<file path="src/source/cnn_layer_pkg.sv">
//----------------------------------------------------------
// CNN layer description types
// layer kinds and the packed configuration of one layer,
// feature maps laid out as [channel][row][column]
//----------------------------------------------------------
package cnn_layer_pkg;

    // only PW and DW have behaviour, STD and LIN run as PW
    typedef enum logic [1:0] {
        LT_PW  = 2'd0,
        LT_DW  = 2'd1,
        LT_STD = 2'd2,
        LT_LIN = 2'd3
    } layer_type_e;

    //------------------------------------------------------
    // layer configuration, one field per register
    //------------------------------------------------------
    typedef struct packed {
        layer_type_e  layer_type;
        logic [6:0]   in_r;         // rows, same for ofmap
        logic [9:0]   in_c;         // columns, same for ofmap
        logic [9:0]   in_d;         // input channels
        logic [9:0]   out_k;        // output channels
        logic [6:0]   tile_d;       // input channels per tile
        logic [6:0]   tile_k;       // output channels per tile
        logic [15:0]  tile_n;       // pixels per ifmap xfer, rows for DW
        logic [7:0]   num_n;        // spatial tiles per layer
        logic [31:0]  base_ifmap;
        logic [31:0]  base_weight;
        logic [31:0]  base_bias;
        logic [31:0]  base_ofmap;   // opsum region
    } layer_cfg_t;

endpackage

</file>
<file path="src/source/dma_cmd_pkg.sv">
//----------------------------------------------------------
// DMA command types
// transfer kinds and the request handed to the DMA engine
//----------------------------------------------------------
package dma_cmd_pkg;

    parameter int ADDR_W = 32;   // address and length width

    // encoding follows the DMA engine's input_type field
    typedef enum logic [2:0] {
        XK_FILTER = 3'd0,
        XK_IFMAP  = 3'd1,
        XK_BIAS   = 3'd2,
        XK_OPSUM  = 3'd3
    } xfer_kind_e;

    //------------------------------------------------------
    // one request, valid for the cycle of req_valid
    //------------------------------------------------------
    typedef struct packed {
        xfer_kind_e          kind;
        logic [ADDR_W-1:0]   addr;   // byte address
        logic [ADDR_W-1:0]   len;    // byte count
    } dma_req_t;

endpackage

</file>
<file path="src/source/layer_cfg_regs.sv">
//----------------------------------------------------------
// Layer configuration registers
// write-only register file for one layer description,
// a write of 1 to register 15 gives the start pulse
//----------------------------------------------------------
module layer_cfg_regs #(
    parameter int CFG_ADDR_W = 4
) (
    input  logic                       clk,
    input  logic                       rst_n,
    input  logic                       cfg_we_i,
    input  logic [CFG_ADDR_W-1:0]      cfg_addr_i,
    input  logic [31:0]                cfg_wdata_i,
    output cnn_layer_pkg::layer_cfg_t  cfg_o,
    output logic                       start_o
);

    logic go_wr;

    assign go_wr = cfg_we_i && (cfg_addr_i == CFG_ADDR_W'(15)) && (cfg_wdata_i == 32'd1);

    always_ff @(posedge clk) begin
        if (!rst_n) begin
            cfg_o   <= '0;
            start_o <= 1'b0;
        end else begin
            start_o <= go_wr;   // single cycle
            if (cfg_we_i) begin
                case (cfg_addr_i)
                    CFG_ADDR_W'(0):
                        cfg_o.layer_type <= cnn_layer_pkg::layer_type_e'(cfg_wdata_i[1:0]);
                    CFG_ADDR_W'(1):  cfg_o.in_r        <= cfg_wdata_i[6:0];
                    CFG_ADDR_W'(2):  cfg_o.in_c        <= cfg_wdata_i[9:0];
                    CFG_ADDR_W'(3):  cfg_o.in_d        <= cfg_wdata_i[9:0];
                    CFG_ADDR_W'(4):  cfg_o.out_k       <= cfg_wdata_i[9:0];
                    CFG_ADDR_W'(5):  cfg_o.tile_d      <= cfg_wdata_i[6:0];
                    CFG_ADDR_W'(6):  cfg_o.tile_k      <= cfg_wdata_i[6:0];
                    CFG_ADDR_W'(7):  cfg_o.tile_n      <= cfg_wdata_i[15:0];
                    CFG_ADDR_W'(8):  cfg_o.num_n       <= cfg_wdata_i[7:0];
                    CFG_ADDR_W'(9):  cfg_o.base_ifmap  <= cfg_wdata_i;
                    CFG_ADDR_W'(10): cfg_o.base_weight <= cfg_wdata_i;
                    CFG_ADDR_W'(11): cfg_o.base_bias   <= cfg_wdata_i;
                    CFG_ADDR_W'(12): cfg_o.base_ofmap  <= cfg_wdata_i;
                    default: ;   // 13..15 hold nothing
                endcase
            end
        end
    end

endmodule

</file>
<file path="src/source/tile_scheduler.sv">
//----------------------------------------------------------
// Tile scheduler
// walks n, k and d tiles of one layer and hands each
// transfer kind to the address generator
//----------------------------------------------------------
module tile_scheduler (
    input  logic                       clk,
    input  logic                       rst_n,
    input  cnn_layer_pkg::layer_cfg_t  cfg_i,
    input  logic                       start_i,
    input  logic                       xfer_done_i,
    output logic                       issue_o,
    output dma_cmd_pkg::xfer_kind_e    kind_o,
    output logic [7:0]                 n_idx_o,
    output logic [6:0]                 k_idx_o,
    output logic [6:0]                 d_idx_o,
    output logic                       layer_done_o
);

    typedef enum logic [2:0] {
        IDLE, BIAS, FILTER, IFMAP, OPSUM, NEXT, DONE
    } state_e;

    state_e      state, last_q, nxt_state;
    logic [7:0]  n_q, n_nxt;
    logic [6:0]  k_q, k_nxt, d_q, d_nxt;
    logic [10:0] k_sum, d_sum;
    logic [9:0]  k_tiles, d_tiles;
    logic        k_last, d_last, layer_last;

    //------------------------------------------------------
    // tile counts, rounded up
    //------------------------------------------------------
    assign k_sum   = {1'b0, cfg_i.out_k} + {4'b0, cfg_i.tile_k} - 11'd1;
    assign d_sum   = {1'b0, cfg_i.in_d} + {4'b0, cfg_i.tile_d} - 11'd1;
    assign k_tiles = 10'(k_sum / {4'b0, cfg_i.tile_k});
    assign d_tiles = (cfg_i.layer_type == cnn_layer_pkg::LT_DW) ? 10'd1
                                                                : 10'(d_sum / {4'b0, cfg_i.tile_d});

    assign k_last     = ({3'b0, k_q} == k_tiles - 10'd1);
    assign d_last     = ({3'b0, d_q} == d_tiles - 10'd1);
    assign layer_last = k_last && (n_q == cfg_i.num_n - 8'd1);

    //------------------------------------------------------
    // step logic, only active in NEXT
    //------------------------------------------------------
    always_comb begin
        nxt_state = state;
        n_nxt     = n_q;
        k_nxt     = k_q;
        d_nxt     = d_q;
        if (state == NEXT) begin
            case (last_q)
                BIAS:   nxt_state = FILTER;
                FILTER: nxt_state = IFMAP;
                IFMAP: begin
                    if (d_last) begin
                        nxt_state = OPSUM;   // write back the k group
                    end else begin
                        d_nxt     = d_q + 7'd1;
                        nxt_state = FILTER;  // no bias past d=0
                    end
                end
                OPSUM: begin
                    d_nxt     = '0;
                    nxt_state = BIAS;
                    if (k_last) begin
                        k_nxt = '0;
                        n_nxt = n_q + 8'd1;
                    end else begin
                        k_nxt = k_q + 7'd1;
                    end
                end
                default: nxt_state = BIAS;   // first step of the layer
            endcase
        end
    end

    always_comb begin
        case (nxt_state)
            BIAS:    kind_o = dma_cmd_pkg::XK_BIAS;
            IFMAP:   kind_o = dma_cmd_pkg::XK_IFMAP;
            OPSUM:   kind_o = dma_cmd_pkg::XK_OPSUM;
            default: kind_o = dma_cmd_pkg::XK_FILTER;
        endcase
    end

    assign issue_o      = (state == NEXT);
    assign n_idx_o      = n_nxt;
    assign k_idx_o      = k_nxt;
    assign d_idx_o      = d_nxt;
    assign layer_done_o = (state == DONE);

    always_ff @(posedge clk) begin
        if (!rst_n) begin
            state  <= IDLE;
            last_q <= IDLE;
            n_q    <= '0;
            k_q    <= '0;
            d_q    <= '0;
        end else begin
            case (state)
                IDLE: begin
                    if (start_i) begin
                        n_q    <= '0;
                        k_q    <= '0;
                        d_q    <= '0;
                        last_q <= IDLE;
                        state  <= NEXT;
                    end
                end
                NEXT: begin
                    state <= nxt_state;
                    n_q   <= n_nxt;
                    k_q   <= k_nxt;
                    d_q   <= d_nxt;
                end
                BIAS, FILTER, IFMAP: begin
                    if (xfer_done_i) begin
                        last_q <= state;
                        state  <= NEXT;
                    end
                end
                OPSUM: begin
                    if (xfer_done_i) begin
                        last_q <= OPSUM;
                        state  <= layer_last ? DONE : NEXT;
                    end
                end
                default: state <= IDLE;   // DONE lasts one cycle
            endcase
        end
    end

endmodule

</file>
<file path="src/source/dma_addr_gen.sv">
//----------------------------------------------------------
// DMA address generator
// turns each scheduler step into byte address and length,
// repeats ifmap and opsum requests once per channel
//----------------------------------------------------------
module dma_addr_gen (
    input  logic                       clk,
    input  logic                       rst_n,
    input  cnn_layer_pkg::layer_cfg_t  cfg_i,
    input  logic                       issue_i,
    input  dma_cmd_pkg::xfer_kind_e    kind_i,
    input  logic [7:0]                 n_idx_i,
    input  logic [6:0]                 k_idx_i,
    input  logic [6:0]                 d_idx_i,
    input  logic                       dma_done_i,
    output logic                       req_valid_o,
    output dma_cmd_pkg::dma_req_t      dma_req_o,
    output logic                       tile_xfer_done_o
);

    typedef logic [dma_cmd_pkg::ADDR_W-1:0] word_t;

    dma_cmd_pkg::xfer_kind_e kind_q, cur_kind;
    dma_cmd_pkg::dma_req_t   req_d;
    logic [6:0]              ch_q, ch_sel, grp_size;
    logic                    is_dw, grp_kind, grp_last, reissue;
    word_t                   plane, k_off, chan_k, chan_d, chan_if, xlen, spat;

    assign is_dw    = (cfg_i.layer_type == cnn_layer_pkg::LT_DW);
    assign cur_kind = issue_i ? kind_i : kind_q;
    assign ch_sel   = issue_i ? 7'd0 : ch_q + 7'd1;   // channel of the next request

    //------------------------------------------------------
    // channel group bookkeeping
    //------------------------------------------------------
    assign grp_kind = (kind_q == dma_cmd_pkg::XK_IFMAP) || (kind_q == dma_cmd_pkg::XK_OPSUM);
    assign grp_size = (kind_q == dma_cmd_pkg::XK_IFMAP && !is_dw) ? cfg_i.tile_d
                                                                   : cfg_i.tile_k;
    assign grp_last = (ch_q == grp_size - 7'd1);
    assign reissue  = dma_done_i && grp_kind && !grp_last;

    //------------------------------------------------------
    // offset terms
    //------------------------------------------------------
    assign plane   = word_t'(cfg_i.in_r) * word_t'(cfg_i.in_c);
    assign k_off   = word_t'(k_idx_i) * word_t'(cfg_i.tile_k);
    assign chan_k  = word_t'(ch_sel) + k_off;
    assign chan_d  = word_t'(ch_sel) + word_t'(d_idx_i) * word_t'(cfg_i.tile_d);
    assign chan_if = is_dw ? chan_k : chan_d;   // DW reads its own k channels
    assign xlen    = is_dw ? word_t'(cfg_i.tile_n) * word_t'(cfg_i.in_c)
                           : word_t'(cfg_i.tile_n);   // DW tile_n counts rows
    assign spat    = word_t'(n_idx_i) * xlen;

    always_comb begin
        req_d.kind = cur_kind;
        case (cur_kind)
            dma_cmd_pkg::XK_FILTER: begin
                if (is_dw) begin
                    req_d.addr = cfg_i.base_weight + k_off * word_t'(9);   // 3x3 per channel
                    req_d.len  = word_t'(cfg_i.tile_k) * word_t'(9);
                end else begin
                    req_d.addr = cfg_i.base_weight + k_off * word_t'(cfg_i.tile_d)
                               + word_t'(d_idx_i) * word_t'(cfg_i.tile_d)
                                 * word_t'(cfg_i.out_k);
                    req_d.len  = word_t'(cfg_i.tile_d) * word_t'(cfg_i.tile_k);
                end
            end
            dma_cmd_pkg::XK_BIAS: begin
                req_d.addr = cfg_i.base_bias + (k_off << 1);   // 2-byte bias
                req_d.len  = word_t'(cfg_i.tile_k) << 1;
            end
            dma_cmd_pkg::XK_IFMAP: begin
                req_d.addr = cfg_i.base_ifmap + chan_if * plane + spat;
                req_d.len  = xlen;
            end
            dma_cmd_pkg::XK_OPSUM: begin
                req_d.addr = cfg_i.base_ofmap + ((chan_k * plane + spat) << 1);   // 2-byte psum
                req_d.len  = xlen << 1;
            end
            default: begin
                req_d.addr = '0;
                req_d.len  = '0;
            end
        endcase
    end

    always_ff @(posedge clk) begin
        if (!rst_n) begin
            kind_q           <= dma_cmd_pkg::XK_FILTER;
            ch_q             <= '0;
            req_valid_o      <= 1'b0;
            tile_xfer_done_o <= 1'b0;
        end else begin
            req_valid_o      <= issue_i || reissue;
            tile_xfer_done_o <= dma_done_i && !reissue;   // last channel or single xfer
            if (issue_i) begin
                kind_q <= kind_i;
                ch_q   <= '0;
            end else if (reissue) begin
                ch_q <= ch_sel;
            end else if (dma_done_i) begin
                ch_q <= '0;
            end
        end
    end

    // request payload, loaded with each valid
    always_ff @(posedge clk) begin
        if (issue_i || reissue) begin
            dma_req_o <= req_d;
        end
    end

endmodule

</file>
<file path="src/source/dma_ctrl_top.sv">
//----------------------------------------------------------
// DMA command controller
// configuration registers, tile scheduler and address
// generator for PW and DW layers
//----------------------------------------------------------
module dma_ctrl_top #(
    parameter int CFG_ADDR_W = 4
) (
    input  logic                   clk,
    input  logic                   rst_n,
    input  logic                   cfg_we_i,
    input  logic [CFG_ADDR_W-1:0]  cfg_addr_i,
    input  logic [31:0]            cfg_wdata_i,
    input  logic                   dma_done_i,
    output logic                   req_valid_o,
    output dma_cmd_pkg::dma_req_t  dma_req_o,
    output logic                   layer_done_o
);

    cnn_layer_pkg::layer_cfg_t cfg;
    dma_cmd_pkg::xfer_kind_e   kind;
    logic                      start, issue, tile_xfer_done;
    logic [7:0]                n_idx;
    logic [6:0]                k_idx, d_idx;

    layer_cfg_regs #(
        .CFG_ADDR_W (CFG_ADDR_W)
    ) i_regs (
        .clk         (clk),
        .rst_n       (rst_n),
        .cfg_we_i    (cfg_we_i),
        .cfg_addr_i  (cfg_addr_i),
        .cfg_wdata_i (cfg_wdata_i),
        .cfg_o       (cfg),
        .start_o     (start)
    );

    tile_scheduler i_sched (
        .clk          (clk),
        .rst_n        (rst_n),
        .cfg_i        (cfg),
        .start_i      (start),
        .xfer_done_i  (tile_xfer_done),
        .issue_o      (issue),
        .kind_o       (kind),
        .n_idx_o      (n_idx),
        .k_idx_o      (k_idx),
        .d_idx_o      (d_idx),
        .layer_done_o (layer_done_o)
    );

    dma_addr_gen i_addr_gen (
        .clk              (clk),
        .rst_n            (rst_n),
        .cfg_i            (cfg),
        .issue_i          (issue),
        .kind_i           (kind),
        .n_idx_i          (n_idx),
        .k_idx_i          (k_idx),
        .d_idx_i          (d_idx),
        .dma_done_i       (dma_done_i),
        .req_valid_o      (req_valid_o),
        .dma_req_o        (dma_req_o),
        .tile_xfer_done_o (tile_xfer_done)
    );

endmodule

</file>
<file path="config.mk">
export PLATFORM = sky130hd
export DESIGN_NAME = dma_ctrl_top
export DESIGN_NICKNAME = d
export VERILOG_FILES = /design/src/source/cnn_layer_pkg.sv /design/src/source/dma_cmd_pkg.sv /design/src/source/layer_cfg_regs.sv /design/src/source/tile_scheduler.sv /design/src/source/dma_addr_gen.sv /design/src/source/dma_ctrl_top.sv
export SDC_FILE = /design/constraint.sdc
export NUM_CORES = 2
export LEC_CHECK = 0
export BUFFER_PORTS_ARGS = -buffer_cell sky130_fd_sc_hd__buf_4
export CORE_MARGIN = 4
export CORE_UTILIZATION = 51
export DETAILED_ROUTE_END_ITERATION = 7
export HOLD_SLACK_MARGIN = 0.05
export PLACE_DENSITY_LB_ADDON = 0.12
export SLEW_MARGIN = 20
export SYNTH_ARGS = -nofsm -noshare
export SYNTH_HDL_FRONTEND = slang
export SYNTH_HIERARCHICAL = 1
export SYNTH_SLANG_ARGS = --single-unit
</file>
<file path="constraint.sdc">
create_clock -name clk -period 29.7 [get_ports clk]
set_clock_uncertainty 0.05 [all_clocks]
set_input_delay 5.94 -clock clk [delete_from_list [all_inputs] [get_ports clk]]
set_output_delay 5.94 -clock clk [all_outputs]
set_load 0.02 [all_outputs]
</file>
==> reports/qor.yml <==
synth:
  syn_avg_cell_area_um2: 8.27
  ys_top_cells_by_area: "fa_1 (29%), ha_1 (13%), inv_1 (8.0%)"
  yosysTopAreaCell: "fa_1"
  synthArstFlopShare: 0
  yosysTopAreaCellShare: 0.293
  yosysSeqAreaShare: 0.0925
  syn_inst: 8864
  synth_area_um2: 73300
  synth-seq-cells: 308
  synth_edf_count: 62
  ys_types: 110
  ys_warn_count: 6
  synth_flop_cell: "dfxtp_1"
critical_path:
  r2r_start: "i_regs/cfg_o[169]$_SDFFE_PN0P_"
  cp_slowest_cell: "fa_1"
  cp_max_fo: 8
  cpMostUsedCell: "ha_4"
  r2r-end: "i_addr_gen/dma_req_o[57]$_DFFE_PP_"
  cp-startpoint: "i_regs/cfg_o[169]$_SDFFE_PN0P_"
  crit_arrival_ps: 29290
  cp.required_ps: 29910
  reg2reg_depth: 148
  worst-r2r-setup-slack_ps: 630
  timing.critical_path.to_type: "flip-flop"
  endpoint: "i_addr_gen/dma_req_o[57]$_DFFE_PP_"
  crit_path_max_incr_delay_ps: 550
  critical_path_class: "reg -> reg"
  cp-start-kind: "flip-flop"
status:
  status: "complete, no violations"
clocking:
  cts_sinks: 308
  numCtsBuffers: 44
  path_clk_slew_ps: 70
  postCtsHoldBufs: 0
  worst_skew_pair.late_latency_ps: 640
  root_buffer: "clkbuf_16"
  cts_max_path_buffers: 3
  cts_tree: "yes"
  h-tree-depth: 2
routing:
  routedWlPerCell_um: 23.1
  first_pass_iters: 6
  vias_per_cell: 5.84
  vias: 68200
  drt_iter0_drc: 6159
  wl_mm: 270
  ant_nets: 0
  drc: 0
cells_and_area:
  fillers: 12700
  final_nets: 11700
  area_growth_pct: 21.2
  final_cell_mix: "inv_1 (1530), buf_4 (1184), fa_1 (1059)"
  final_common_cell: "inv_1"
  final_util: 0.625
  drive_gt1_frac: 0.197
floorplan:
  ios: 109
  die_x_um: 387
  row_count: 138
  initial_core_util: 0.515
  die_h_um: 387
  dieArea_um2: 150000
  core_um2: 142000
global_route:
  grt_pass1_wl_mm: 410
  grt_max_degree: 97
  grt_use_total: 0.353
  grt_overflow: 0
  grt.busiest_layer: "met2"
  antenna_found_initial: 11
  grt_pass1_vias: 68400
  grt_use_met1: 0.493
  grtUsageMet2: 0.541
  grt_use_met3: 0.0736
timing:
  slew_viol_final: 0
  maxSlewHeadroom: 0.175
  post-route-period-util: 0.979
  hold_viol: 0
  min_period_ps: 29070
  rsz0062_at_grt: "true"
  worst_pin_slew_ps: 1200
  fmax_ghz: 0.0344
  setup_violations: 0
hold_path:
  hold_class: "reg -> reg"
  worstHoldStart: "i_regs/cfg_o[32]$_SDFFE_PN0P_"
placed_design:
  place_congestion: 0.995
  dpl.hpwl_mm: 214
  port_buffers: 103
flow_run:
  cap_violations: 0
[final cells by class]
class                      count  area, um2  share of cell area
multi-input combinational   6584      62300               0.701
timing repair buffer        1253       9940               0.112
sequential                   308       6810              0.0766
inverter                    1558       5850              0.0659
tap                         1890       2360              0.0266
clock buffer                  59       1300              0.0147
clock inverter                21        304             0.00342
antenna                        2       5.00           0.0000563
[sequential cells by signal, summed over array words and instances (netlist names), 3 cells and up]
register and count:
i_sched/state 3, i_sched/d_q 7, i_sched/last_q 3, i_addr_gen/kind_q 3
i_addr_gen/dma_req_o 62, i_regs/cfg_o 205, i_sched/n_q 8, i_addr_gen/ch_q 7
i_sched/k_q 7
[critical path: cells and delay by family (launching register included)]
family                     cells  cell delay (ps)
buffers and inverters         22             2500
and+or+nand+nor               30             4770
adders and majority gates     27             9470
DFF                            1              370
muxes                          1              190
xor gates and xnor gates       4              880
AOI/OAI and AO/OA             64            10430
[cell families after synthesis]
group,after synthesis,share of synthesized area
multiplexers,60,0.00856
XOR/XNOR,366,0.0441
AO/OA/AOI/OAI,1651,0.148
other,2,0.000102
buffers and inverters,1976,0.104
AND/OR/NAND/NOR,2639,0.175
adder cells (fa/ha/maj),1862,0.427
flip-flops,308,0.0925
[how the worst min path moves through the flow]
stage / cells after the start / endpoint / slack, ps
finish: 2 / i_regs/cfg_o[32]$_SDFFE_PN0P_ / 420
CTS: 2 / i_regs/cfg_o[32]$_SDFFE_PN0P_ / 430
floorplan: 2 / i_regs/cfg_o[112]$_SDFFE_PN0P_ / 400
global route: 2 / i_regs/cfg_o[129]$_SDFFE_PN0P_ / 450
detailed placement: 2 / i_regs/cfg_o[32]$_SDFFE_PN0P_ / 420
global placement: 2 / i_regs/cfg_o[32]$_SDFFE_PN0P_ / 410
[Yosys cell counts (all sizes together) (46+ instances only)]
master,count
buf,87
nand3,326
fa,1073
o31ai,46
ha,789
dfxtp,246
nand2,942
nor3,112
o211ai,60
nor2b,124
a211oi,55
a21boi,229
mux2i,48
xnor2,233
o21ai,446
clkbuf,331
a21o,142
edfxtp,62
and3,82
nor2,388
o21a,78
and2,362
a31oi,51
xor2,131
inv,1556
a21oi,279
nand2b,105
[routing by layer]
layer | part of all wire | vias to the layer above
met3 | 0.10 | 523
met5 | 0.000037 | -
met4 | 0.045 | 2
met2 | 0.43 | 3045
li1 | - | 30500
met1 | 0.42 | 34100
[timing repair]
action / in CTS / in global routing
endpoints found under the setup margin: 19 / 26
gates resized for setup: 127 / 497
buffers inserted: 38 / 95
hold endpoints to repair: 0 / 0
pin swaps: 53 / 358
[per-stage QoR]
| step | hold slack, ps | worst slack, ps | TNS (ps) | cells | instance area, um2 |
|---|---|---|---|---|---|
| after floorplan | 403 | 5.77 | 0 | 8868 | 73700 |
| after global placement | 411 | -755 | -6380 | 11500 | 83300 |
| after detailed placement | 417 | -1150 | -13590 | 11500 | 83300 |
| after CTS | 425 | 1.23 | 0 | 11600 | 85800 |
| after global routing | 447 | -740 | -8210 | 11700 | 88900 |
| final | 424 | 625 | 0 | 11700 | 88900 |
Power is not shown: default switching activity piles up to over one toggle a cycle in this logic, so the estimate is an artifact.
